## src/verilog/sprite_pkg.sv

```systemverilog
package sprite_pkg;

  // video timing, in pixel clocks and lines
  localparam int unsigned h_total      = 320;
  localparam int unsigned h_active     = 256;
  localparam int unsigned h_sync_start = 280;
  localparam int unsigned h_sync_end   = 296;  // first count after the pulse
  localparam int unsigned v_total      = 262;
  localparam int unsigned v_active     = 240;
  localparam int unsigned v_sync_start = 245;
  localparam int unsigned v_sync_end   = 248;
  localparam int unsigned load_line    = 260;  // table copy happens in vertical blank

  // sprite counts and the per-line schedule
  localparam int unsigned n_sprites_log2 = 5;
  localparam int unsigned n_sprites      = 1 << n_sprites_log2;
  localparam int unsigned m_slots_log2   = 3;
  localparam int unsigned m_slots        = 1 << m_slots_log2;
  localparam int unsigned select_end     = 2 * n_sprites;               // 2 cycles per sprite
  localparam int unsigned render_end     = select_end + 18 * m_slots;   // 2 fetch + 16 shift
  localparam int unsigned load_end       = 2 * n_sprites + 8;           // copy window on line 260

  // even ram word: position
  typedef struct packed {
    logic [7:0] ypos;
    logic [7:0] xpos;
  } sprite_pos_t;

  // odd ram word: attribute, bitmap index in [7:4] and colour in [3:0]
  typedef struct packed {
    logic [7:0] spare;
    logic [7:0] attr;
  } sprite_attr_t;

  typedef union packed {
    sprite_pos_t  pos;
    sprite_attr_t attr;
  } sprite_word_u;

  // one entry of the renderer's copy of the table
  typedef struct packed {
    logic [7:0] xpos;
    logic [7:0] ypos;
    logic [7:0] attr;
  } sprite_rec_t;

  // a sprite picked for the current line
  typedef struct packed {
    logic       active;
    logic [7:0] xpos;
    logic [3:0] yofs;    // row within the bitmap
    logic [3:0] bitmap;
    logic [3:0] colour;
    logic [7:0] spare;
  } line_slot_t;

  // one pixel write into the line buffer, addr[8] picks the half
  typedef struct packed {
    logic       we;
    logic [8:0] addr;
    logic [3:0] colour;
  } pix_wr_t;

endpackage

```

## src/verilog/video_timing.sv

```systemverilog
module video_timing (
  input  logic       clk,
  input  logic       arst_n,
  output logic [8:0] hpos,
  output logic [8:0] vpos,
  output logic       hsync,
  output logic       vsync,
  output logic       display_on
);

  logic [8:0] h_nxt;   // counter values after this edge
  logic [8:0] v_nxt;
  logic       h_wrap;

  assign h_wrap = (hpos == sprite_pkg::h_total - 1);

  always_comb begin
    h_nxt = h_wrap ? 9'd0 : hpos + 9'd1;
    v_nxt = vpos;
    if (h_wrap) begin
      // end of line, step the line counter
      v_nxt = (vpos == sprite_pkg::v_total - 1) ? 9'd0 : vpos + 9'd1;
    end
  end

  // syncs decoded from the next count so they line up with hpos/vpos
  always_ff @(posedge clk or negedge arst_n) begin
    if (!arst_n) begin
      hpos       <= 9'd0;
      vpos       <= 9'd0;
      hsync      <= 1'b0;
      vsync      <= 1'b0;
      display_on <= 1'b0;
    end else begin
      hpos       <= h_nxt;
      vpos       <= v_nxt;
      hsync      <= (h_nxt >= sprite_pkg::h_sync_start) &&
                    (h_nxt <  sprite_pkg::h_sync_end);
      vsync      <= (v_nxt >= sprite_pkg::v_sync_start) &&
                    (v_nxt <  sprite_pkg::v_sync_end);
      display_on <= (h_nxt < sprite_pkg::h_active) &&
                    (v_nxt < sprite_pkg::v_active);   // visible window
    end
  end

  // counter never reaches the line length
  a_hpos_range: assert property (
    @(posedge clk) disable iff (!arst_n)
    hpos < sprite_pkg::h_total
  );

endmodule
```

## config.mk

```make
export PLATFORM = sky130hd
export DESIGN_NAME = video_timing
export DESIGN_NICKNAME = d
export VERILOG_FILES = /design/src/verilog/sprite_pkg.sv /design/src/verilog/video_timing.sv
export SDC_FILE = /design/constraint.sdc
export NUM_CORES = 1
export LEC_CHECK = 0
export BUFFER_PORTS_ARGS = -buffer_cell sky130_fd_sc_hd__buf_2
export CAP_MARGIN = 5
export CORE_ASPECT_RATIO = 1.5
export CORE_MARGIN = 3
export CORE_UTILIZATION = 57
export CTS_CLUSTER_DIAMETER = 100
export CTS_CLUSTER_SIZE = 16
export DETAILED_ROUTE_END_ITERATION = 6
export PLACE_DENSITY_LB_ADDON = 0.15
export SLEW_MARGIN = 20
export SYNTH_ARGS = -nofsm -noshare
export SYNTH_HDL_FRONTEND = slang
export SYNTH_SLANG_ARGS = --single-unit
```

## constraint.sdc

```tcl
create_clock -name clk -period 3.3 [get_ports clk]
set_input_delay 0.165 -clock clk [delete_from_list [all_inputs] [get_ports clk]]
set_output_delay 0.165 -clock clk [all_outputs]
set_load 0.02 [all_outputs]
```

==> impl_metrics.tcl <==
set metrics [dict create \
    reg2regPathDepth 7 \
    placed_area_mm2 0.00124 \
    avgSynthCellArea_um2 10.3 \
    synth_compound_area_share_pct 14.0 \
    clockBufferDepth 2 \
    wl_per_cell_um 14.9 \
    slew_viol_final 0 \
    skew_ps 4.17 \
    power_frac_seq_pct 66.9 \
    endpoint_kind "register" \
    slew-limit-headroom_pct 62.2 \
    antenna_found_initial 0 \
    critPathKind "reg -> reg" \
    cts_root_buf "clkbuf_4" \
    p_switching_mw 0.0810 \
    switching_share_pct 21.1 \
    cp-start-kind "register" \
    place_hpwl_um 1740 \
    cts_tree "done" \
    grt_max_degree 22 \
    synth.yosys.seq_area_share_pct 46.5 \
    vdd_drop_max_mv 0.275 \
    p_clk_share_pct 31.6 \
    cp.arrival_ps 2420 \
    ys_seq_elements 21 \
    syn_area_mm2 0.00113 \
    die_w_um 42.4 \
    antenna_left 0 \
    cts_max_level 1 \
    cp_top_family "simple AND/OR/NAND/NOR gates" \
    synth_xor_area_share_pct 5.43 \
    postCtsHoldBufs 1 \
    cap_violations 0 \
    routed-via-count 915 \
    synth.area.top_cells "dfrtp_1 47%, xnor2_1 3.9%, ha_1 3.3%" \
    diodes 0 \
    muxShareOfSynthArea_pct 1.77 \
    outcome "finished clean" \
    clock_latency_ps 300 \
    fin_ws_ps 1130 \
    drtPass1Iterations 4 \
    setup_viol 0 \
    synth_warnings 0 \
    max_freq_mhz 461 \
    drt_iter0_drc 15 \
    die_area_mm2 0.00256 \
    critPathSlowestCell "nor4_4" \
    p_per_area_mw_per_mm2 301 \
    syn_nets 115 \
    path_depth 7 \
    final.fill_count 163 \
    pin_count 23 \
    clkSinkCount 21 \
    layout.nets 140 \
    final.min_clock_period_ps 2170 \
    synthFlopType "dfrtp_1" \
    ys_types 42 \
    yosys.area.top_type "dfrtp_1" \
    post_cts_buffers 0 \
    final-hold-violation-count 0 \
    drive_gt1_share_pct 26.9 \
    synth_top_family_by_area "simple AND/OR/NAND/NOR gates" \
    synth_edf_count 0 \
    finalPower_mw 0.385 \
    synth_top_area_share_pct 46.5 \
    gp_congestion 0.858 \
    final_util_pct 68.9 \
    grt_overflow 0 \
    final_area_mm2 0.00128 \
    yosys.area_share.simple_pct 25.4 \
    coreArea_mm2 0.00185 \
    worst-slew-pin-transition_ps 559 \
    port_buffers 22 \
    async_flop_share_pct 100 \
    path_cells "ha_1 > nand3_2 > nor4_4 > nand2_2 > o31ai_2 > and4_1 > and4bb_1" \
    cpPeakStageDelay_ps 490 \
    postCtsResizedCells 0 \
    post-route-period-util_pct 65.7 \
    p_comb_share_pct 1.5 \
    grt_pass1_wl_um 3950 \
    syn_to_final_growth_pct 13.1 \
    rows 19 \
    initial_utilization_pct 60.9 \
    vias_per_cell 5.90 \
    cp.required_ps 3550 \
    grt_pass1_vias 888 \
    clk_pin_slew_ps 120 \
    critPathMaxFanout 9 \
    cp_num_buf_inv 0 \
    fp.dieH_um 60.5 \
    rsz0062_at_grt "no" \
    synth-adder-area-share_pct 3.32 \
    syn_inst 110 \
    total_leakage_power_nw 0.583 \
    finalSetupTns_ps 0 \
    p_int_mw 0.304 \
    cts_buffers 3 \
    drt_wl_total_um 2300 \
    drc_errors 0 \
    min_path_type "in -> async" \
    post-place-ws_ps 1130 \
    grtUsageTotal_pct 20.2 \
]
==> metrics by stage <==
stage                     instances  hold slack (ps)
after floorplan                 110             -131
after global placement          150              138
after detailed placement        150              139
after CTS                       155              337
after global routing            155              354
final                           155              330
==> final timing paths <==
| path | startpoint | to | slack (ps) |
|---|---|---|---|
| min | arst_n | vpos[4] | 330 |
| max | hpos[0] | vsync | 1130 |
| min in group clk | hpos[0] | hpos[0] | 500 |
| max reg2reg | hpos[0] | vsync | 1130 |
| max in group asynchronous | arst_n | hpos[4] | 2660 |
| min reg2reg | hpos[0] | hpos[0] | 500 |
==> registers in the layout (all words and copies together), names as in the netlist <==
name,flops
vsync,1
vpos,9
display_on,1
hsync,1
hpos,9
==> layout make-up <==
class / instances / area [um2] / share of cell area (%)
timing repair buffer: 23 / 120 / 9.40
clock buffer: 3 / 22.5 / 1.76
sequential: 21 / 526 / 41.1
tap: 21 / 26.3 / 2.06
clock inverter: 1 / 5.00 / 0.392
multi-input combinational: 82 / 563 / 44.1
inverter: 4 / 15.0 / 1.18
==> power groups by stage <==
| stage | Combinational, mW | Clock, mW | Sequential [mW] |
|---|---|---|---|
| after floorplan | 0.000000195 | 0 | 0.262 |
| after global placement | 0.00544 | 0 | 0.262 |
| after detailed placement | 0.00548 | 0 | 0.262 |
| after CTS | 0.00643 | 0.126 | 0.257 |
| after global routing | 0.00684 | 0.136 | 0.257 |
| final | 0.00595 | 0.121 | 0.257 |
==> cells in the final DEF, fill, tap and decap left out, types with 2 or more instances in the layout <==
cell      netlist  final
mux2i_1         2      2
nand2_1         9      9
buf_2           0     22
nand2b_1        2      2
o31ai_1         2      2
nor2_1          9      9
nor3_1          3      3
nand3_1         5      5
o31ai_2         2      2
dfrtp_1        21     21
nand4_1         3      3
a21oi_1         4      4
o21ai_0         6      6
xnor2_1         5      5
clkbuf_4        0      3
and2_1          2      2
xor2_1          2      2
ha_1            3      3
inv_1           4      4
==> metal layers <==
| layer | wire length, um | global-route usage, % | part of all wire [%] | vias up |
|---|---|---|---|---|
| met5 | 0 | 0 | 0 | - |
| li1 | - | - | - | 441 |
| met4 | 96 | 12.0 | 4.2 | 0 |
| met2 | 1170 | 35.1 | 51 | 30 |
| met1 | 948 | 23.9 | 41 | 431 |
| met3 | 89 | 2.67 | 3.9 | 13 |
==> cells in the mapped netlist, types with 2 or more instances <==
| cell type | number |
|---|---|
| dfrtp_1 | 21 |
| nand2_1 | 9 |
| nor2_1 | 9 |
| o21ai_0 | 6 |
| nand3_1 | 5 |
| xnor2_1 | 5 |
| a21oi_1 | 4 |
| inv_1 | 4 |
| ha_1 | 3 |
| nand4_1 | 3 |
| nor3_1 | 3 |
| and2_1 | 2 |
| buf_4 | 2 |
| mux2i_1 | 2 |
| nand2b_1 | 2 |
| o31ai_1 | 2 |
| o31ai_2 | 2 |
| xor2_1 | 2 |
==> kinds of logic (layout without fill, tap and decap cells) <==
group | count (synthesis) | in the layout
compound gates | 23 | 23
xor+xnor | 7 | 7
fa+ha+maj | 3 | 3
buf+inv | 7 | 31
flops | 21 | 21
mux | 2 | 2
simple gates | 47 | 47
==> worst reg2reg max path: stages (launching register included) <==
cell	delay [ps]
dfrtp_1	410
ha_1	240
nand3_2	160
nor4_4	490
nand2_2	130
o31ai_2	260
and4_1	240
and4bb_1	180
Note: power is estimated with default switching activity, not from simulation.
