===== src/verilog/sprite_pkg.sv =====
package sprite_pkg;

  // video timing, in pixel clocks and lines
  localparam int unsigned h_total      = 320;
  localparam int unsigned h_active     = 256;
  localparam int unsigned h_sync_start = 280;
  localparam int unsigned h_sync_end   = 296;  // first count after the pulse
  localparam int unsigned v_total      = 262;
  localparam int unsigned v_active     = 240;
  localparam int unsigned v_sync_start = 245;
  localparam int unsigned v_sync_end   = 248;
  localparam int unsigned load_line    = 260;  // table copy happens in vertical blank

  // sprite counts and the per-line schedule
  localparam int unsigned n_sprites_log2 = 5;
  localparam int unsigned n_sprites      = 1 << n_sprites_log2;
  localparam int unsigned m_slots_log2   = 3;
  localparam int unsigned m_slots        = 1 << m_slots_log2;
  localparam int unsigned select_end     = 2 * n_sprites;               // 2 cycles per sprite
  localparam int unsigned render_end     = select_end + 18 * m_slots;   // 2 fetch + 16 shift
  localparam int unsigned load_end       = 2 * n_sprites + 8;           // copy window on line 260

  // even ram word: position
  typedef struct packed {
    logic [7:0] ypos;
    logic [7:0] xpos;
  } sprite_pos_t;

  // odd ram word: attribute, bitmap index in [7:4] and colour in [3:0]
  typedef struct packed {
    logic [7:0] spare;
    logic [7:0] attr;
  } sprite_attr_t;

  typedef union packed {
    sprite_pos_t  pos;
    sprite_attr_t attr;
  } sprite_word_u;

  // one entry of the renderer's copy of the table
  typedef struct packed {
    logic [7:0] xpos;
    logic [7:0] ypos;
    logic [7:0] attr;
  } sprite_rec_t;

  // a sprite picked for the current line
  typedef struct packed {
    logic       active;
    logic [7:0] xpos;
    logic [3:0] yofs;    // row within the bitmap
    logic [3:0] bitmap;
    logic [3:0] colour;
    logic [7:0] spare;
  } line_slot_t;

  // one pixel write into the line buffer, addr[8] picks the half
  typedef struct packed {
    logic       we;
    logic [8:0] addr;
    logic [3:0] colour;
  } pix_wr_t;

endpackage


===== src/verilog/sprite_attr_ram.sv =====
module sprite_attr_ram (
  input  logic                     clk,
  input  logic                     cpu_we,
  input  logic [5:0]               cpu_addr,   // {sprite, word}
  input  sprite_pkg::sprite_word_u cpu_wdata,
  input  logic [5:0]               rd_addr,
  input  logic                     busy,       // renderer owns the array
  output sprite_pkg::sprite_word_u rdata
);

  // two words per sprite, even = position, odd = attribute
  sprite_pkg::sprite_word_u mem [2 * sprite_pkg::n_sprites];

  always_ff @(posedge clk) begin
    if (busy) begin
      // renderer read, data valid one cycle later
      rdata <= mem[rd_addr];
    end else if (cpu_we) begin
      mem[cpu_addr] <= cpu_wdata;  // cpu only gets in while idle
    end
  end

endmodule


===== config.mk =====
export PLATFORM = sky130hd
export DESIGN_NAME = sprite_attr_ram
export DESIGN_NICKNAME = d
export VERILOG_FILES = /design/src/verilog/sprite_pkg.sv /design/src/verilog/sprite_attr_ram.sv
export SDC_FILE = /design/constraint.sdc
export NUM_CORES = 1
export LEC_CHECK = 0
export BUFFER_PORTS_ARGS = -buffer_cell sky130_fd_sc_hd__buf_4
export CORE_MARGIN = 2
export CORE_UTILIZATION = 67
export DETAILED_ROUTE_END_ITERATION = 10
export PLACE_DENSITY = 0.84
export SLEW_MARGIN = 20
export SYNTH_ARGS = -nofsm -noshare
export SYNTH_HDL_FRONTEND = slang
export SYNTH_SLANG_ARGS = --single-unit

===== constraint.sdc =====
create_clock -name clk -period 3.4 [get_ports clk]
set_input_delay 0.17 -clock clk [delete_from_list [all_inputs] [get_ports clk]]
set_output_delay 0.17 -clock clk [all_outputs]
set_load 0.02 [all_outputs]

==> key figures, run 1 <==
Yosys
  • Syn avg cell area: between 20 and 25 µm²
  • Post-synth EDFFs: roughly 1000
  • Synth cell count leaders: edfxtp_1, mux4_2, nor2_1, o22ai_1, clkbuf_1
  • Post-synthesis cell area: around 40000 µm²
  • Yosys warns: 0
  • Syn Nets: between 1500 and 2000
  • Number of synthesized register bits: roughly 1000
  • Yosys top cell by area: edfxtp_1
  • Share of the synthesized area in the top cell type: approximately 80%
  • Top cells by area, synth: edfxtp_1, mux4_2, o22ai_1
  • Mapped Cells: ~1700
  • Seq/Total Area, Yosys: 78.7%
  • Most numerous cell in the Yosys netlist: edfxtp_1
  • Yosys cell types: 34
  • FFs w/ async S/R, synth: 0%
  • Most used DFF post-synth: edfxtp_1

Floorplanning
  • Overall die height: 247 µm
  • Initial Util: about two thirds
  • Die width: around 250 µm
  • Cell Rows: 89
  • DIE AREA: between 60000 and 70000 µm²
  • Core area: a little under 60000 µm²
  • Ports: 47

Worst setup path
  • Critical Path, Cell by Cell: buf_6, buf_4, mux4_2, mux2i_1, a22o_1, nor4_1, a211o_1
  • Crit end category: register
  • Worst Setup Start Kind: primary input
  • Slowest CP cell: nor4_1
  • Arrival @ worst endpoint: about 3.4 ns
  • Critical Path RT: between 3 and 4 ns
  • CP top delay family: simple AND/OR/NAND/NOR gates
  • Worst-path fanout max: 60
  • Max incr delay on CP: roughly 1.2 ns
  • WS Path Type: in2reg
  • CP bufs+invs: 2

Drt
  • DR vias: about 21000
  • Vias/cell: around 7.5
  • Drt drc: 0
  • DRT iter0 DRCs: approximately 3500
  • Final antenna-violating net count: 0
  • Routed WL: approximately 110000 µm
  • Drt pass-1 iters: 9
  • Avg WL per Cell: about 39 µm

Global routing
  • First-pass GRT wire length: ~150000 µm
  • Vias in the first global route: 21000
  • Largest net degree at the start of global routing: 65
  • Initial antenna violation count: 7
  • Congestion Overflow GR: 0
  • GRT Util Overall: between 30% and 40%

Power and ir drop
  • Leak: about 14 nW
  • PwrDens: about 590 nW/µm²
  • Maximum VDD drop: about 0.59 mV

Clock tree
  • Hold Buf Count CTS: 2
  • TritonCTS buffer count: between 90 and 100
  • Clock Root Buffer: clkbuf_16
  • Worst skew pair latency: 0.67 ns
  • CTS tree: done
  • Setup Fix Bufs, Post-CTS: 0
  • H-tree lvl count: 3
  • Register clock-pin slew on the reported worst setup and hold paths: 0.07 ns
  • Max clock buf depth: 3
  • CTS Sinks: between 1000 and 1500
  • Resize count post-CTS: 0

Min path
  • Hold Path Class: in2reg

Placed design
  • Pre-CTS WS: between 0.4 and 0.5 ns
  • Port bufs: 46
  • RePlAce Congestion: ~0.9
  • DP Cell Count: about 2600
  • Hpwl dp: approximately 56000 µm
  • Placed Area: roughly 41000 µm²

Run status
  • Outcome: finished clean

Run
  • Max-Cap Viols: 0

Finish
  • Fin nets: 1942
  • Share of cells above drive strength 1: ~29%
  • Area Overhead vs Synth: 12.3%
  • Cell Count, Final, Fillers Out: around 2800
  • Final non-filler cell area: approximately 45000 µm²

STA
  • Tmin final: 2.87 ns
  • Final period utilization: between 80 and 90%
  • RSZ-0062 raised after global routing: false
  • Clock Skew: 0.0277 ns
  • Final setup vio count: 0
  • Fin. max-slew vios: 0
  • Fmax achieved: ~0.35 GHz
  • Final Hold Viols: 0
  • Worst-Margin Slew: ~1.4 ns
  • Relative slew slack: between 3 and 4%
  • Setup_tns: 0 ns
  • Fin worst setup slack: roughly 0.53 ns
-- sequential cells by signal, indices dropped and copies added (netlist names) --
signal and count:
mem 1024, rdata 16
-- cells by family after synthesis --
group	Yosys count	synth area share [%]
AOI/OAI and AO/OA	134	2.17
buffers and inverters	96	1.39
DFF	1040	78.7
muxes	297	15.6
and+or+nand+nor	179	2.18
-- cells in the final DEF, fill, tap and decap left out, types with 2 or more instances in the layout --
| master | synthesis | layout |
|---|---|---|
| buf_12 | 1 | 9 |
| and2_1 | 3 | 3 |
| nor4_1 | 7 | 7 |
| edfxtp_1 | 1040 | 1040 |
| bufinv_16 | 0 | 11 |
| nand3_1 | 19 | 19 |
| nor2_1 | 86 | 86 |
| mux2_2 | 10 | 10 |
| nand4_1 | 3 | 3 |
| a211oi_1 | 10 | 10 |
| dlygate4sd3_1 | 0 | 2 |
| o21ai_0 | 7 | 7 |
| nand3b_1 | 9 | 9 |
| buf_6 | 11 | 2 |
| buf_4 | 15 | 149 |
| clkinv_1 | 0 | 19 |
| nand2_1 | 21 | 21 |
| nor2b_1 | 14 | 14 |
| or3b_2 | 6 | 6 |
| a31oi_1 | 3 | 3 |
| mux2i_1 | 31 | 31 |
| o21ai_1 | 9 | 9 |
| or4_1 | 6 | 6 |
| inv_6 | 0 | 2 |
| clkbuf_1 | 44 | 20 |
| mux4_2 | 256 | 256 |
| a21oi_1 | 17 | 17 |
| clkinv_2 | 0 | 23 |
| a211o_1 | 7 | 7 |
| o22ai_1 | 62 | 62 |
| diode_2 | 0 | 2 |
| clkinvlp_4 | 0 | 2 |
| clkbuf_16 | 0 | 96 |
| clkinv_8 | 0 | 3 |
| or3_1 | 3 | 3 |
| a22o_1 | 7 | 7 |
| a22oi_1 | 9 | 9 |
| a21o_1 | 3 | 3 |
-- metrics by stage --
step | power (mW) | hold WS, ns | util [%]
detailed placement | 15.7 | 0.602 | 70.5
global placement | 15.7 | 0.600 | 70.5
CTS | 26.4 | 0.0802 | 75.8
global route | 26.8 | 0.113 | 75.8
finish | 26.4 | 0.0971 | 75.8
floorplan | 15.2 | 0.269 | -
-- layout make-up --
class | count | area (µm²)
well taps | 773 | 967
fillers | 2761 | 14200
diodes | 2 | 5.00
clock inverters | 62 | 627
flip-flops and latches | 1040 | 31200
multi-input cells | 610 | 7910
clock buffers | 116 | 2480
repair buffers | 163 | 1360
-- per-layer routing --
| layer | track usage (%) | vias to the layer above | routed length [µm] | share of wire [%] |
|---|---|---|---|---|
| li1 | - | 7761 | - | - |
| met1 | 46.6 | 10500 | 33200 | 31 |
| met2 | 58.3 | 2037 | 52600 | 49 |
| met3 | 7.81 | 404 | 13500 | 13 |
| met4 | 20.3 | 6 | 7250 | 6.8 |
| met5 | 0 | - | 117 | 0.11 |
-- worst paths after layout --
| path | to | depth (start not counted) | slack [ns] | start |
|---|---|---|---|---|
| min | mem[10][12] | 1 | 0.1 | cpu_wdata[12] |
| max | rdata[5] | 7 | 0.53 | rd_addr[2] |
| max reg2reg | rdata[5] | 5 | 0.78 | mem[10][5] |
| min reg2reg | rdata[1] | 4 | 1.02 | mem[61][1] |
-- worst register-to-register path: cells and delay by family (launching register included) --
| kind | cells | cell delay, ns |
|---|---|---|
| flip-flops | 1 | 0.41 |
| multiplexers | 2 | 0.41 |
| AO/OA/AOI/OAI | 2 | 0.48 |
| AND/OR/NAND/NOR | 1 | 1.17 |
-- where the power goes --
| group | internal [mW] | switching [mW] |
|---|---|---|
| sequential | 14.2 | 0.0349 |
| combinational | 0.469 | 0.867 |
| clock | 6.06 | 4.78 |
No activity file was read; power rests on OpenSTA's default activity.
==> run 2: changes to the inputs <==
- ABC_AREA: default -> 1
- CORE_UTILIZATION: 67 -> 63
- PLACE_DENSITY: 0.84 -> 0.8
- clock period: 3.4 -> 2.85 ns (I/O delays scaled with it)
==> key figures, run 2 <==
Drt
  • DRT iter0 DRCs: 4144 (+20%)
  • DR vias: 28300 (+36%)
  • Drt drc: 0 (unchanged)
  • Drt pass-1 iters: 7 (-2)
  • Vias/cell: 6.27 (-16%)
  • Routed WL: 107000 µm (about the same)
  • Final antenna-violating net count: 0 (unchanged)
  • Avg WL per Cell: 23.6 µm (-39%)

Power and ir drop
  • Comb power frac: 6.2% (+1.1 points)
  • Clock network fraction of total power: 40.2% (-0.9 points)
  • Sw power: 6.91 mW (+22%)
  • PwrDens: 679 nW/µm² (+15%)
  • Maximum VDD drop: 0.525 mV (-12%)
  • Sequential share of power: 53.6% (-0.3 points)
  • Switching Share: 21.9% (+0.31 points)
  • Leak: 16.9 nW (+20%)
  • Internal power: 24.7 mW (+19%)

Floorplanning
  • Ports: 47 (unchanged)
  • Die width: 263 µm (+6.3%)
  • Overall die height: 263 µm (+6.3%)
  • Initial Util: 63.9% (-3.6 points)
  • Cell Rows: 94 (+5.6%)
  • Core area: 66100 µm² (+12%)
  • DIE AREA: 69100 µm² (+13%)

Finish
  • Fillers: 4200 (+52%)
  • Share of cells above drive strength 1: 8.50% (-20 points)
  • Max FFs per register: 1024 (unchanged)
  • Most frequent cells in the layout: nand2_1, edfxtp_1, nand3_1
  • Biggest register: mem
  • Final Core Density: 70.5% (-5.3 points)
  • Area Overhead vs Synth: 10.4%
  • Cell Count, Final, Fillers Out: 4510 (+63%)
  • Multi-input gate area: 9520 µm² (+20%)
  • FF+latch area: 31200 µm² (unchanged)
  • Final non-filler cell area: 46600 µm² (+4.6%)
  • Commonest non-fill, non-tap cell in the layout: nand2_1
  • Fin nets: 3602 (+85%)
  • Regs by FF count: mem: 1024 flops, rdata: 16 flops
  • # diodes: 0 (-2)

Min path
  • Hold Path Class: in2reg

STA
  • Fmax achieved: around 0.46 GHz
  • RSZ-0062 raised after global routing: false
  • Final Hold Viols: 0 (unchanged)
  • Tmin final: ~2.2 ns
  • Hold_ws: 0.0449 ns (-0.0522 ns)
  • Final period utilization: 76.8%
  • Fin. max-slew vios: 0 (unchanged)
  • Final setup vio count: 0 (unchanged)
  • Worst-Margin Slew: 0.845 ns (-0.585 ns)
  • Setup_tns: 0 ns (unchanged)
  • Clock Skew: 0.0323 ns (+0.00454 ns)
  • Relative slew slack: 43.6% (+40 points)

Clock tree
  • Worst skew pair latency: 0.66 ns (about the same)
  • TritonCTS buffer count: 100 (+4.2%)
  • Clock Root Buffer: clkbuf_16
  • Resize count post-CTS: 0 (unchanged)
  • CTS tree: done
  • CTS Sinks: 1040 (unchanged)
  • Max clock buf depth: 3 (unchanged)
  • Register clock-pin slew on the reported worst setup and hold paths: 0.06 ns (about the same)
  • H-tree lvl count: 3 (unchanged)

Worst setup path
  • Worst Setup Start Kind: primary input
  • WS Path Type: in2reg
  • Worst-path fanout max: 17 (-72%)
  • Critical Path RT: 3.21 ns (-0.71 ns)
  • Crit end category: register
  • Arrival @ worst endpoint: 2.55 ns (-0.84 ns)

Yosys
  • Share of the synthesized area in the top cell type: 74.0% (-4.7 points)
  • Yosys top cell by area: edfxtp_1
  • Yosys warns: 0 (unchanged)
  • Synth Area in Compound Gates: 0% (-2.2 points)
  • Most numerous cell in the Yosys netlist: nand2_1
  • Post-synthesis cell area: 42200 µm² (+6.4%)
  • Synth cell count leaders: nand2_1, edfxtp_1, nand3_1, buf_2, nor2_1
  • Syn Nets: 3546 (+100%)
  • Number of synthesized register bits: 1040 (unchanged)
  • Post-synth EDFFs: 1040 (unchanged)
  • Mapped Cells: 3515 (+100%)
  • Post-Synth Simple-Gate Area: 22.6% (+20 points)
  • Multiplexer area fraction after synthesis: 0% (-16 points)
  • Top cells by area, synth: edfxtp_1, nand2_1, nand3_1
  • Adder-cell area share of the yosys netlist: 0% (unchanged)
  • FFs w/ async S/R, synth: 0% (unchanged)
  • Seq/Total Area, Yosys: 74.0% (-4.7 points)
  • Yosys cell types: 14 (-59%)
  • Largest family of logic cells by synthesized area: simple AND/OR/NAND/NOR gates
  • XOR/XNOR Fraction of Synth Area: 0% (unchanged)
  • Most used DFF post-synth: edfxtp_1
  • Syn avg cell area: 12.0 µm² (-47%)

Global routing
  • First-pass GRT wire length: 161000 µm (+5.4%)
  • GR Util met2: 48.9% (-9.3 points)
  • M3 GR Usage: 6.03% (-1.8 points)
  • Vias in the first global route: 27000 (+28%)
  • GRT Util Overall: 30.8% (-5.4 points)
  • Layer with the highest usage: met2
  • Initial antenna violation count: 3 (-4)
  • Largest net degree at the start of global routing: 127 (+95%)
  • Congestion Overflow GR: 0 (unchanged)
  • Met1 usage: 42.8% (-3.8 points)

Placed design
  • Placed Area: 43500 µm² (+5.0%)
  • DP Cell Count: 4332 (+68%)
  • Port bufs: 46 (unchanged)
  • Hpwl dp: 58200 µm (+4.4%)
  • RePlAce Congestion: 0.868 (-1.8%)

Run status
  • Outcome: finished clean

Run
  • Max-Cap Viols: 0 (unchanged)
-- run 2: cell types whose count changed after synthesis, sizes merged, moves of 13 or more --
cell,previous run,this run
inv,0,13
nor2b,14,0
nand2,21,1296
o21ai,16,0
nor2,86,65
o22ai,62,0
buf,52,201
mux2i,31,0
mux4,256,0
a21oi,17,0
nand3,19,872
clkbuf,44,20
-- run 2: metrics by stage --
step	setup WS, ns	power (mW)
finish	0.660	31.6
global route	0.483	32.4
CTS	0.694	31.7
detailed placement	0.362	19.2
global placement	0.384	19.1
floorplan	0.952	18.4
-- run 2: kinds of logic after synthesis --
kind of cell | count (synthesis)
AND/OR/NAND/NOR | 2241
flip-flops | 1040
buffers and inverters | 234
-- run 2: timing repair --
| item | 4_1_cts | 5_1_grt |
|---|---|---|
| hold endpoints to repair | 16 | 0 |
| setup buffers | 0 | 0 |
| hold buffers | 1 | 0 |
-- run 2: power groups by stage --
stage / Clock [mW] / Combinational (mW) / Sequential [mW]
6_report: 12.7 / 1.95 / 17.0
5_1_grt: 13.4 / 2.10 / 17.0
4_1_cts: 12.8 / 1.91 / 17.0
3_5_place_dp: 0 / 1.89 / 17.3
3_3_place_gp: 0 / 1.84 / 17.3
2_1_floorplan: 0 / 1.10 / 17.3
-- run 2: area by class of cell --
class | count | area share [%]
Sequential cell | 1040 | 67.0
Multi-Input combinational cell | 2241 | 20.4
Clock buffer | 131 | 5.75
Timing Repair Buffer | 175 | 3.45
Tap cell | 864 | 2.32
Clock inverter | 46 | 0.912
Inverter | 13 | 0.161
-- run 2: worst paths after layout --
path                            startpoint     endpoint  slack (ns)  cells after the start
worst max-delay path                  busy  mem[62][14]        0.66                      7
worst min-delay path            rd_addr[5]    rdata[15]        0.04                      3
worst min register to register  mem[46][9]     rdata[9]        0.92                      8
worst max register to register  mem[62][2]     rdata[2]        1.18                      8
-- run 2: critical path, stage by stage --
cell and delay, ns:
dlygate4sd3_1 0.55, buf_4 0.24, nor2_1 0.41, nand4_1 0.17
buf_4 0.24, nor2_1 0.44, buf_4 0.33
-- run 2: routing by layer --
layer	wire length, µm	vias up
li1	-	12500
met1	38800	13600
met2	50700	1931
met3	13500	272
met4	3580	6
met5	46	-
