--- config.mk ---
export PLATFORM = sky130hd
export DESIGN_NAME = sprite_scanline_renderer
export DESIGN_NICKNAME = d
export VERILOG_FILES = /design/src/verilog/sprite_pkg.sv /design/src/verilog/sprite_scanline_renderer.sv
export SDC_FILE = /design/constraint.sdc
export NUM_CORES = 1
export LEC_CHECK = 0
export ABC_AREA = 0
export BUFFER_PORTS_ARGS = -buffer_cell sky130_fd_sc_hd__buf_2
export CORE_AREA = 4 4 318 242
export DETAILED_ROUTE_END_ITERATION = 7
export DIE_AREA = 0 0 322 246
export GPL_TIMING_DRIVEN = 0
export PLACE_DENSITY = 0.71
export SLEW_MARGIN = 25
export SYNTH_ARGS = -nofsm -noshare
export SYNTH_HDL_FRONTEND = slang
export SYNTH_SLANG_ARGS = --single-unit
--- constraint.sdc ---
create_clock -name clk -period 3.5 [get_ports clk]
set_input_delay 0.7 -clock clk [delete_from_list [all_inputs] [get_ports clk]]
set_output_delay 0.7 -clock clk [all_outputs]
set_load 0.005 [all_outputs]
--- src/verilog/sprite_pkg.sv ---
package sprite_pkg;

  // video timing, in pixel clocks and lines
  localparam int unsigned h_total      = 320;
  localparam int unsigned h_active     = 256;
  localparam int unsigned h_sync_start = 280;
  localparam int unsigned h_sync_end   = 296;  // first count after the pulse
  localparam int unsigned v_total      = 262;
  localparam int unsigned v_active     = 240;
  localparam int unsigned v_sync_start = 245;
  localparam int unsigned v_sync_end   = 248;
  localparam int unsigned load_line    = 260;  // table copy happens in vertical blank

  // sprite counts and the per-line schedule
  localparam int unsigned n_sprites_log2 = 5;
  localparam int unsigned n_sprites      = 1 << n_sprites_log2;
  localparam int unsigned m_slots_log2   = 3;
  localparam int unsigned m_slots        = 1 << m_slots_log2;
  localparam int unsigned select_end     = 2 * n_sprites;               // 2 cycles per sprite
  localparam int unsigned render_end     = select_end + 18 * m_slots;   // 2 fetch + 16 shift
  localparam int unsigned load_end       = 2 * n_sprites + 8;           // copy window on line 260

  // even ram word: position
  typedef struct packed {
    logic [7:0] ypos;
    logic [7:0] xpos;
  } sprite_pos_t;

  // odd ram word: attribute, bitmap index in [7:4] and colour in [3:0]
  typedef struct packed {
    logic [7:0] spare;
    logic [7:0] attr;
  } sprite_attr_t;

  typedef union packed {
    sprite_pos_t  pos;
    sprite_attr_t attr;
  } sprite_word_u;

  // one entry of the renderer's copy of the table
  typedef struct packed {
    logic [7:0] xpos;
    logic [7:0] ypos;
    logic [7:0] attr;
  } sprite_rec_t;

  // a sprite picked for the current line
  typedef struct packed {
    logic       active;
    logic [7:0] xpos;
    logic [3:0] yofs;    // row within the bitmap
    logic [3:0] bitmap;
    logic [3:0] colour;
    logic [7:0] spare;
  } line_slot_t;

  // one pixel write into the line buffer, addr[8] picks the half
  typedef struct packed {
    logic       we;
    logic [8:0] addr;
    logic [3:0] colour;
  } pix_wr_t;

endpackage

--- src/verilog/sprite_scanline_renderer.sv ---
module sprite_scanline_renderer (
  input  logic                     clk,
  input  logic                     arst_n,
  input  logic [8:0]               hpos,
  input  logic [8:0]               vpos,
  output logic [5:0]               ram_rd_addr,
  output logic                     ram_busy,
  input  sprite_pkg::sprite_word_u ram_rdata,
  output logic [7:0]               rom_addr,
  input  logic [15:0]              rom_data,
  output sprite_pkg::pix_wr_t      pix_wr
);

  // private copy of the sprite table, loaded once per frame
  sprite_pkg::sprite_rec_t tbl [sprite_pkg::n_sprites];
  logic                    tbl_valid;  // set after the first copy

  // sprites picked for this line
  sprite_pkg::line_slot_t slot [sprite_pkg::m_slots];

  logic [sprite_pkg::m_slots_log2:0] j;  // slots filled so far
  logic [sprite_pkg::m_slots_log2:0] k;  // slot being painted

  logic [7:0]  z;            // line minus ypos
  logic        romload;      // second fetch cycle
  logic [15:0] out_bitmap;   // row being shifted out, lsb first
  logic [8:0]  wr_ofs;       // {half, x}
  logic [3:0]  out_colour;

  logic                                  sel_phase;
  logic                                  paint_phase;
  logic [sprite_pkg::n_sprites_log2-1:0] sel_idx;
  sprite_pkg::sprite_rec_t               sel_rec;
  sprite_pkg::line_slot_t                cur_slot;
  logic [5:0]                            cap_addr;
  logic [sprite_pkg::m_slots-1:0]        slot_act;   // one active flag per slot

  // ram word index for copy count n, counts past the table go back to sprite 0
  function automatic logic [5:0] copy_addr(input logic [6:0] n);
    logic [4:0] s;
    s = (n < 7'(sprite_pkg::select_end)) ? n[5:1] : 5'd0;
    return {s, n[0]};
  endfunction

  // copy window, cpu is locked out
  assign ram_busy = (vpos == sprite_pkg::load_line) && (hpos < sprite_pkg::load_end);

  assign sel_phase   = !vpos[8] && (hpos < sprite_pkg::select_end);
  assign paint_phase = !vpos[8] && (hpos >= sprite_pkg::select_end) &&
                       (hpos < sprite_pkg::render_end);

  assign sel_idx  = hpos[sprite_pkg::n_sprites_log2:1];   // 2 cycles per sprite
  assign sel_rec  = tbl[sel_idx];
  assign cur_slot = slot[k[sprite_pkg::m_slots_log2-1:0]];

  // data now on ram_rdata was addressed two counts ago
  assign cap_addr = copy_addr(hpos[6:0] - 7'd2);

  always_ff @(posedge clk) begin
    if (ram_busy) begin
      ram_rd_addr <= copy_addr(hpos[6:0]);
    end
    if (ram_busy && (hpos >= 9'd2)) begin
      if (cap_addr[0]) begin
        tbl[cap_addr[5:1]].attr <= ram_rdata.attr.attr;   // odd word
      end else begin
        tbl[cap_addr[5:1]].xpos <= ram_rdata.pos.xpos;    // even word
        tbl[cap_addr[5:1]].ypos <= ram_rdata.pos.ypos;
      end
    end
  end

  always_ff @(posedge clk or negedge arst_n) begin
    if (!arst_n) begin
      tbl_valid <= 1'b0;
    end else if (ram_busy && (hpos == sprite_pkg::load_end - 1)) begin
      tbl_valid <= 1'b1;  // used from line 0 onwards
    end
  end

  always_ff @(posedge clk or negedge arst_n) begin
    if (!arst_n) begin
      slot       <= '{default: '0};
      j          <= '0;
      k          <= '0;
      z          <= 8'd0;
      romload    <= 1'b0;
      out_bitmap <= 16'd0;
      wr_ofs     <= 9'd0;
      out_colour <= 4'd0;
      rom_addr   <= 8'd0;
    end else if (sel_phase) begin
      // paint state restarts for this line
      k          <= '0;
      romload    <= 1'b0;
      out_bitmap <= 16'd0;
      if (!hpos[0]) begin
        z <= vpos[7:0] - sel_rec.ypos;   // wraps mod 256
      end else if (tbl_valid && (z < 8'd16) && (j < sprite_pkg::m_slots)) begin
        slot[j[sprite_pkg::m_slots_log2-1:0]] <= '{
          active: 1'b1,
          xpos:   sel_rec.xpos,
          yofs:   z[3:0],
          bitmap: sel_rec.attr[7:4],
          colour: sel_rec.attr[3:0],
          spare:  8'd0
        };
        j <= j + 1'b1;    // lower index wins the earlier slot
      end
    end else begin
      j <= '0;
      if (paint_phase) begin
        if (out_bitmap == 16'd0) begin
          // shifter empty, fetch the next slot
          if (k < sprite_pkg::m_slots) begin
            if (!romload) begin
              rom_addr <= {cur_slot.bitmap, cur_slot.yofs};
            end else begin
              out_bitmap <= cur_slot.active ? rom_data : 16'd0;   // idle slot paints nothing
              wr_ofs     <= {~vpos[0], cur_slot.xpos};            // half shown next line
              out_colour <= cur_slot.colour;
              slot[k[sprite_pkg::m_slots_log2-1:0]].active <= 1'b0;
              k <= k + 1'b1;
            end
            romload <= !romload;
          end
        end else begin
          out_bitmap  <= out_bitmap >> 1;
          wr_ofs[7:0] <= wr_ofs[7:0] + 8'd1;   // x wraps, half kept
        end
      end
    end
  end

  // a set bit in the shifter means a pixel this cycle
  always_comb begin
    pix_wr.we     = paint_phase && out_bitmap[0];
    pix_wr.addr   = wr_ofs;
    pix_wr.colour = out_colour;
  end

  always_comb begin
    for (int n = 0; n < sprite_pkg::m_slots; n++) begin
      slot_act[n] = slot[n].active;
    end
  end

  // copy window opens at the start of the load line
  a_busy_line: assert property (
    @(posedge clk) disable iff (!arst_n)
    $rose(ram_busy) |-> (vpos == sprite_pkg::load_line) && (hpos == 9'd0)
  );

  // each selection owns exactly one slot when painting starts
  a_slot_limit: assert property (
    @(posedge clk) disable iff (!arst_n)
    (paint_phase && hpos == sprite_pkg::select_end) |-> (j == $countones(slot_act))
  );

  // all 8 slots fit inside the paint window
  a_paint_done: assert property (
    @(posedge clk) disable iff (!arst_n)
    (hpos == sprite_pkg::render_end) |-> (out_bitmap == 16'd0)
  );

endmodule

==> impl_metrics.ini, run 1 <==
[routing]
vias_per_cell = 6.42
wl_mm = 99.7
routed-via-count = 21400
drc = 0
final_antenna_net_count = 0
drtPass1Iterations = 6
wl_per_cell_um = 29.9
drt_iter0_drc = 2832

[sta]
worst_clock_skew_ns = 0.0231
finalSetupTns_ns = -3.41
fmax_mhz = 278
holdWs_ns = 0.242
max_slew_margin_pct = 36.7
hold_viol = 0
post-route-worst-setup-slack_ns = -0.100
min_period_over_period_pct = 103
min_period_ns = 3.60
rsz0062_at_grt = true
setup_viol = 88
tightest_slew_ns = 0.943
drv_slew = 0

[status]
status = finished with violations
violations = setup timing

[worst_setup_path]
startpoint_type = input pin
crit_path_end_kind = register
crit_arrival_ns = 3.95
path_class = in2reg
required_ns = 3.85
cp_max_fo = 23

[power_and_ir_drop]
leakage_nw = 16.4
ir_drop_uv = 511
power_density_nw_per_um2 = 534

[cts]
cts_sinks = 997
cts-buffers-inserted = 93
clock-root-buffer = clkbuf_16
clock_path_buffers = 3
htreeDepth = 3
clkSlewWorstSetupHoldPaths_ns = 0.06
insertion_delay_ns = 0.66
cts_tree = done

[global_routing]
grt_max_degree = 100
grt_pass1_vias = 21700
grt_usage_pct = 25.5
grt_pass1_wl_mm = 146
grt.overflow.total = 0
grt_antenna_before_repair = 2

[floorplan]
die_area_um2 = 79200
dieHeight_um = 246
initial_core_util_pct = 54.8
core_um2 = 73400
fp-row-count = 86
num_io_pins = 81
fp.dieW_um = 322

[final_layout]
final_net_count = 2353
final_core_utilization_pct = 63.5
drive_gt1_share_pct = 37.0
syn_to_final_growth_pct = 16.0
n_antenna_cell = 0

[placement]
port_buffers = 78
place_congestion = 0.865
dpl.hpwl_mm = 63.6

[yosys]
yosys_most_used_dff = edfxtp_1
ys_async_sr_fraction_pct = 22.4
synth_most_common_cell = edfxtp_1
yosysWarnings = 0
yosysTopAreaCellShare_pct = 57.8
synth.ff_latch_count = 997
syn-num-nets = 2123
ys_top_cells_by_area = edfxtp_1, mux4_2, dfrtp_1
yosys-top-cells-count = edfxtp_1, mux4_2, dfrtp_1, mux2_2, nand2_1
synth_area_leader_cell = edfxtp_1
synth_cell_type_count = 56
synth_edf_count = 774
syn-cell-area_um2 = 40200
yosysSeqAreaShare_pct = 71.7
synthCells = 2058
avgSynthCellArea_um2 = 19.5

[job]
cap_viol_max_count = 0

[min_path]
worstHoldPathType = in2reg
==> cell families (layout without fill, tap and decap cells) <==
kind of cell               after synthesis  after routing  share of synthesized area, %
AOI/OAI and AO/OA                      117            117                          1.76
xor gates and xnor gates                10             10                         0.252
adders and majority gates               13             13                         0.423
buffers and inverters                  135            443                          1.52
DFF                                    997            997                          71.7
muxes                                  466            466                          20.8
and+or+nand+nor                        320            320                          3.60
==> layout by cell type (no fill, tap or decap), types with 5 or more instances in the layout <==
cell,count
o31ai_1,5
buf_12,42
ha_1,10
buf_8,7
and3_1,6
nor2_2,13
nand2b_1,12
or3_1,6
buf_2,115
mux2_2,162
clkbuf_16,99
inv_1,15
nand2_1,106
o21ai_0,44
a21o_1,5
edfxtp_1,774
mux2i_1,24
clkbuf_4,6
a31oi_1,6
clkbuf_1,59
clkinv_1,13
nor2_1,42
nor2b_1,8
buf_4,28
nand3_1,26
clkinv_2,15
xor2_1,5
nor4_1,10
clkbuf_8,9
nor2_4,46
mux4_2,274
bufinv_16,6
buf_1,7
dfrtp_1,223
nor3_1,15
a21oi_1,23
==> where the power goes <==
group	internal (W)	leakage, nW	switching, W	total [W]
logic	0.000717	4.88	0.00114	0.00185
registers	0.0128	10.0	0.000135	0.0130
clock network	0.00574	1.49	0.00430	0.0100
==> per-layer routing <==
| layer | vias up | routed length, um | GRT usage (%) |
|---|---|---|---|
| met2 | 1127 | 44000 | 36.5 |
| met5 | - | 13 | 0 |
| met4 | 2 | 2400 | 6.29 |
| met3 | 168 | 12000 | 8.54 |
| li1 | 8771 | - | - |
| met1 | 11300 | 41200 | 38.5 |
==> flip-flops by register name, summed over array words and instances (netlist names) <==
| signal | count |
|---|---|
| tbl | 768 |
| slot | 168 |
| out_bitmap | 16 |
| wr_ofs | 9 |
| rom_addr | 8 |
| z | 8 |
| ram_rd_addr | 6 |
| j | 4 |
| k | 4 |
| out_colour | 4 |
| romload | 1 |
| tbl_valid | 1 |
==> through the flow <==
step	cell area, um^2	std cells	setup slack, ns	power [W]
final	46600	3334	-0.100	0.0249
after global routing	46600	3334	-0.168	0.0257
after CTS	46400	3323	0.0122	0.0250
after detailed placement	42400	3112	-2.00	0.0150
after global placement	42200	3104	-2.03	0.0149
after floorplan	40600	2058	-0.342	0.0142
==> worst max-delay path, cell delays in order <==
cell and delay, ns:
buf_12 0.17, buf_16 0.20, buf_8 0.17, buf_8 0.17, inv_2 0.09, ha_1 0.41, nor3_1 0.77, nand3_2 0.48
nor2_4 0.51, buf_8 0.23
==> final cells by class <==
| type | count | area, um^2 |
|---|---|---|
| fillers | 4860 | 26800 |
| repair buffers | 142 | 1450 |
| clock buffers | 131 | 2650 |
| well taps | 968 | 1210 |
| flip-flops and latches | 997 | 28800 |
| plain buffers | 111 | 707 |
| multi-input cells | 926 | 11300 |
| clock inverters | 42 | 393 |
| inverters | 17 | 67.6 |
==> timing repair <==
| action | in CTS | in global routing |
|---|---|---|
| pin swaps | 27 | 4 |
| cloned | 0 | 2 |
| resized for setup | 50 | 36 |
| endpoints found under the setup margin | 775 | 538 |
| setup buffers | 43 | 9 |
| hold buffers | 1 | 0 |
| endpoints found under the hold margin | 38 | 0 |
==> final timing paths <==
kind,cells after the start,end,slack [ns],startpoint
min in group asynchronous,2,z[4],0.52,arst_n
max,10,tbl[10][12],-0.10,hpos[2]
min,1,ram_rd_addr[0],0.24,hpos[0]
max reg2reg,10,z[7],0.24,tbl[23][9]
min reg2reg,2,slot[216],0.47,slot[216]
max in group asynchronous,4,slot[13],1.70,arst_n
Note: power is estimated with default switching activity, not from simulation.
==> run 2: changes to the inputs <==
--- a/config.mk
+++ b/config.mk
@@ -8,6 +8,7 @@
 export ABC_AREA = 0
 export BUFFER_PORTS_ARGS = -buffer_cell sky130_fd_sc_hd__buf_2
 export CORE_AREA = 4 4 318 242
+export CTS_CLUSTER_SIZE = 16
 export DETAILED_ROUTE_END_ITERATION = 7
 export DIE_AREA = 0 0 322 246
 export GPL_TIMING_DRIVEN = 0
==> constraint.sdc (replaced) <==
create_clock -name clk -period 3.9 [get_ports clk]
set_input_delay 0.78 -clock clk [delete_from_list [all_inputs] [get_ports clk]]
set_output_delay 0.78 -clock clk [all_outputs]
set_load 0.005 [all_outputs]
==> impl_metrics.ini, run 2 (same netlist as run 1, synthesis figures left out) <==
[cts]
htreeDepth = 3
cts_sinks = 997
insertion_delay_ns = 0.66
cts-buffers-inserted = 92
clock_path_buffers = 3
cts_tree = done
clock-root-buffer = clkbuf_16
cts_hold_buf = 0
clkSlewWorstSetupHoldPaths_ns = 0.06

[final_layout]
seq_area_um2 = 28800
largest_reg_flops = 768
mostFrequentLayoutCells = edfxtp_1, mux4_2, dfrtp_1, mux2_2, buf_2
final_common_cell = edfxtp_1
finalInstanceArea_um2 = 46500
syn_to_final_growth_pct = 15.6
fillers = 4898
final_net_count = 2366
final_core_utilization_pct = 63.3
multi_input_area_um2 = 11300
drive_gt1_share_pct = 36.7

[worst_setup_path]
crit_path_end_kind = register
crit_arrival_ns = 4.22
startpoint_type = input pin
cp_max_fo = 19
r2r.worst_path.cells = 10
required_ns = 4.26
path_class = in2reg
startpoint = hpos[2]
reg2reg_from = tbl[31][9]

[placement]
place_congestion = 0.888
port_buffers = 78
pre_cts_slack_ns = -1.80
place_area_um2 = 42200
dpl.hpwl_mm = 63.3

[floorplan]
fp-row-count = 86
dieHeight_um = 246
core_um2 = 73400
initial_core_util_pct = 54.8
num_io_pins = 81
die_area_um2 = 79200
fp.dieW_um = 322

[sta]
tightest_slew_ns = 1.02
min_period_over_period_pct = 99.0
setup_viol = 0
rsz0062_at_grt = true
max_slew_margin_pct = 31.9
drv_slew = 0
hold_viol = 0
min_period_ns = 3.86
holdWs_ns = 0.0615
post-route-worst-setup-slack_ns = 0.0381
fmax_mhz = 259
finalSetupTns_ns = 0
worst_clock_skew_ns = 0.0255

[power_and_ir_drop]
pwr-share-clk_pct = 40.3
power.switching_w = 0.00504
leakage_nw = 16.3
switching_share_pct = 22.7
power_density_nw_per_um2 = 479
ir_drop_uv = 398
combPwrFrac_pct = 7.3
power.internal_w = 0.0172
seqPwrFrac_pct = 52.4

[routing]
drc = 0
final_antenna_net_count = 0
drt_iter0_drc = 3044
wl_mm = 101
routed-via-count = 21600
wl_per_cell_um = 30.2
vias_per_cell = 6.46
drtPass1Iterations = 5

[global_routing]
grt_antenna_before_repair = 3
grt.overflow.total = 0
grt_pass1_wl_mm = 147
grt_max_degree = 88
grt_usage_pct = 25.8
grt_pass1_vias = 21500

[job]
cap_viol_max_count = 0

[min_path]
worstHoldPathType = in2async

[status]
status = completed
run 2: cell types whose count changed in the layout (fill, tap and decap cells not counted), moves of 3 or more:
cell,delta
buf_4,+19
clkinv_1,+10
clkbuf_8,-8
clkbuf_16,-6
buf_8,-5
clkbuf_4,-5
bufinv_16,+4
clkbuf_1,-4
clkinvlp_2,+4
mux2i_4,-3
nor2_1,-3
run 2: layout make-up:
class / count / share of cell area (%)
multi-input combinational: 926 / 24.2
buffer: 114 / 1.38
clock inverter: 61 / 1.23
tap: 968 / 2.61
timing repair buffer: 153 / 3.24
antenna: 2 / 0.0108
clock buffer: 109 / 5.14
sequential: 997 / 62.0
inverter: 17 / 0.137
run 2: power by group through the flow:
stage          combinational (W)  sequential, W  clock (W)
3_3_place_gp             0.00152         0.0119          0
6_report                 0.00163         0.0116    0.00897
4_1_cts                  0.00161         0.0116    0.00906
2_1_floorplan           0.000934         0.0118          0
5_1_grt                  0.00174         0.0116    0.00957
3_5_place_dp             0.00159         0.0119          0
run 2: worst paths after layout:
| check | endpoint | slack, ns |
|---|---|---|
| worst max-delay path | tbl[5][19] | 0.04 |
| worst min-delay path | tbl_valid | 0.06 |
| worst max register to register | z[7] | 0.58 |
| worst min register to register | slot[228] | 0.47 |
| max in group asynchronous | slot[126] | 2.61 |
| min in group clk | ram_rd_addr[0] | 0.32 |
run 2: per-layer routing:
metal	vias up	global-route usage [%]	part of all wire (%)	wire, um
met2	1176	35.9	44	44100
met5	-	0	0.0069	7
met4	2	6.89	2.5	2530
met3	180	8.98	12	11700
li1	8791	-	-	-
met1	11500	39.2	42	42600
run 2: what timing repair did:
item / in CTS / in global routing
pin swaps: 27 / 5
gates resized for setup: 51 / 27
endpoints found under the setup margin: 718 / 562
cloned: 0 / 0
setup buffers: 53 / 17
endpoints found under the hold margin: 0 / 0
run 2: through the flow:
step / total power [W] / cells
5_1_grt: 0.0230 / 3347
3_5_place_dp: 0.0135 / 3109
3_3_place_gp: 0.0134 / 3104
2_1_floorplan: 0.0128 / 2058
4_1_cts: 0.0223 / 3330
6_report: 0.0222 / 3347
run 2: worst max-delay path, cell delays in order:
cell and delay (ns):
buf_6 0.12, buf_4 0.20, buf_12 0.19, buf_6 0.16, buf_4 0.20, inv_1 0.18
ha_1 0.18, clkbuf_1 0.31, o21ai_0 0.22, nor2_1 0.18, o21ai_0 0.11, o31ai_1 0.13
nand2_1 0.63, nor2_4 0.43, buf_12 0.19
==> run 3: changes to the inputs <==
--- a/config.mk
+++ b/config.mk
@@ -12,8 +12,8 @@
 export DETAILED_ROUTE_END_ITERATION = 7
 export DIE_AREA = 0 0 322 246
 export GPL_TIMING_DRIVEN = 0
-export PLACE_DENSITY = 0.71
-export SLEW_MARGIN = 25
+export PLACE_DENSITY = 0.78
+export SLEW_MARGIN = 40
 export SYNTH_ARGS = -nofsm -noshare
 export SYNTH_HDL_FRONTEND = slang
 export SYNTH_SLANG_ARGS = --single-unit
==> constraint.sdc (replaced) <==
create_clock -name clk -period 4.5 [get_ports clk]
set_input_delay 0.9 -clock clk [delete_from_list [all_inputs] [get_ports clk]]
set_output_delay 0.9 -clock clk [all_outputs]
set_load 0.005 [all_outputs]
==> impl_metrics.ini, run 3 (same netlist as run 1, synthesis figures left out) <==
[status]
status = finished with violations
violations = setup timing

[power_and_ir_drop]
power.internal_w = 0.0148
p_total_w = 0.0191
power.switching_w = 0.00432
power_density_nw_per_um2 = 417
ir_drop_uv = 368
combPwrFrac_pct = 7.4
leakage_nw = 16.1
pwr-share-clk_pct = 39.8
switching_share_pct = 22.6
seqPwrFrac_pct = 52.8

[worst_setup_path]
startpoint_type = input pin
required_ns = 4.85
path_class = in2reg
cp_max_fo = 19
crit_arrival_ns = 4.93
r2r.worst_path.cells = 11
crit_path_end_kind = register

[global_routing]
grt_antenna_before_repair = 6
grt.overflow.total = 0
grt_max_degree = 78
grt_pass1_wl_mm = 151
grt_usage_pct = 26.3
grt_pass1_vias = 22500

[routing]
drc = 0
routed-via-count = 22100
final_antenna_net_count = 0
drtPass1Iterations = 8
drt_iter0_drc = 3371
wl_per_cell_um = 31.0
vias_per_cell = 6.68
wl_mm = 102

[cts]
cts_hold_buf = 0
cts_tree = done
clock-root-buffer = clkbuf_16
clock_path_buffers = 3
insertion_delay_ns = 0.65
clkSlewWorstSetupHoldPaths_ns = 0.06
cts_sinks = 997
cts-buffers-inserted = 88
htreeDepth = 3

[sta]
setup_viol = 120
min_period_over_period_pct = 102
post-route-worst-setup-slack_ns = -0.0786
hold_viol = 0
worst_clock_skew_ns = 0.0234
holdWs_ns = 0.110
finalSetupTns_ns = -4.50
fmax_mhz = 218
drv_slew = 0
tightest_slew_ns = 0.850
max_slew_margin_pct = 43.1
min_period_ns = 4.58

[placement]
dpl.hpwl_mm = 65.4
place_congestion = 0.894
placedCellCount = 3133
port_buffers = 78

[final_layout]
largest_reg_flops = 768
syn_to_final_growth_pct = 13.9
final_common_cell = edfxtp_1
mostFrequentLayoutCells = edfxtp_1, mux4_2, dfrtp_1, mux2_2, buf_2
drive_gt1_share_pct = 35.3
final_cells = 3301
final_net_count = 2324

[floorplan]
initial_core_util_pct = 54.8
die_area_um2 = 79200
core_um2 = 73400
dieHeight_um = 246
fp-row-count = 86
fp.dieW_um = 322
num_io_pins = 81

[job]
cap_viol_max_count = 0

[min_path]
worstHoldPathType = in2async
-- run 3: changes by cell type in the layout (fill, tap and decap cells not counted), sizes merged --
| cell | change |
|---|---|
| inv | -3 |
| clkinv | -8 |
| diode | +3 |
| buf | -42 |
| clkinvlp | -8 |
| clkbuf | +12 |
-- run 3: power by group through the flow --
stage | clock [W] | sequential (W) | combinational, W
2_1_floorplan | 0 | 0.0102 | 0.000799
3_3_place_gp | 0 | 0.0103 | 0.00132
3_5_place_dp | 0 | 0.0103 | 0.00138
4_1_cts | 0.00765 | 0.0101 | 0.00140
5_1_grt | 0.00808 | 0.0101 | 0.00149
6_report | 0.00761 | 0.0101 | 0.00142
-- run 3: final cells by class --
cell class / count / area, um^2
diodes: 5 / 12.5
clock buffers: 117 / 2360
clock inverters: 42 / 470
fillers: 4807 / 27600
multi-input cells: 926 / 11200
repair buffers: 114 / 1060
plain buffers: 115 / 584
inverters: 17 / 63.8
well taps: 968 / 1210
flip-flops and latches: 997 / 28800
-- run 3: metrics by stage --
step | worst slack (ns) | util (%) | cell area [um^2]
global placement | -1.80 | 57.0 | 41800
floorplan | 0.00464 | - | 40200
CTS | 0.0114 | 62.1 | 45600
global route | -0.0610 | 62.4 | 45800
finish | -0.0786 | 62.4 | 45800
detailed placement | -1.23 | 58.1 | 42600
-- run 3: path summary, 6_finish.rpt --
| check | start | end | slack (ns) |
|---|---|---|---|
| setup / recovery | hpos[2] | tbl[27][14] | -0.08 |
| hold reg to reg | slot[221] | slot[221] | 0.47 |
| max in group asynchronous | arst_n | slot[41] | 3.08 |
| setup reg to reg | tbl[31][8] | z[6] | 1.02 |
| hold / removal | arst_n | wr_ofs[5] | 0.11 |
| min in group clk | slot[221] | slot[221] | 0.47 |
-- run 3: per-layer routing --
metal  vias up  part of all wire, %  routed length (um)  track usage, %
met1     11500                   38               38400            38.0
met4         0                  3.1                3130            7.15
met5         -                    0                   0               0
met2      1610                   47               48100            40.8
li1       8694                    -                   -               -
met3       272                   12               12600            6.32
-- run 3: what timing repair did --
item / 4_1_cts / 5_1_grt
pin swaps: 1 / 5
gates resized for setup: 28 / 25
setup endpoints to repair: 694 / 377
buffers inserted: 1 / 6
-- run 3: critical path: stages --
cell and delay, ns:
buf_6 0.12, buf_2 0.30, buf_6 0.34, buf_4 0.30, clkbuf_4 0.31, inv_1 0.17
ha_1 0.22, clkbuf_1 0.23, a41oi_1 0.54, nand4b_1 0.42, nand2b_1 0.42, nor2_4 0.42
buf_8 0.21
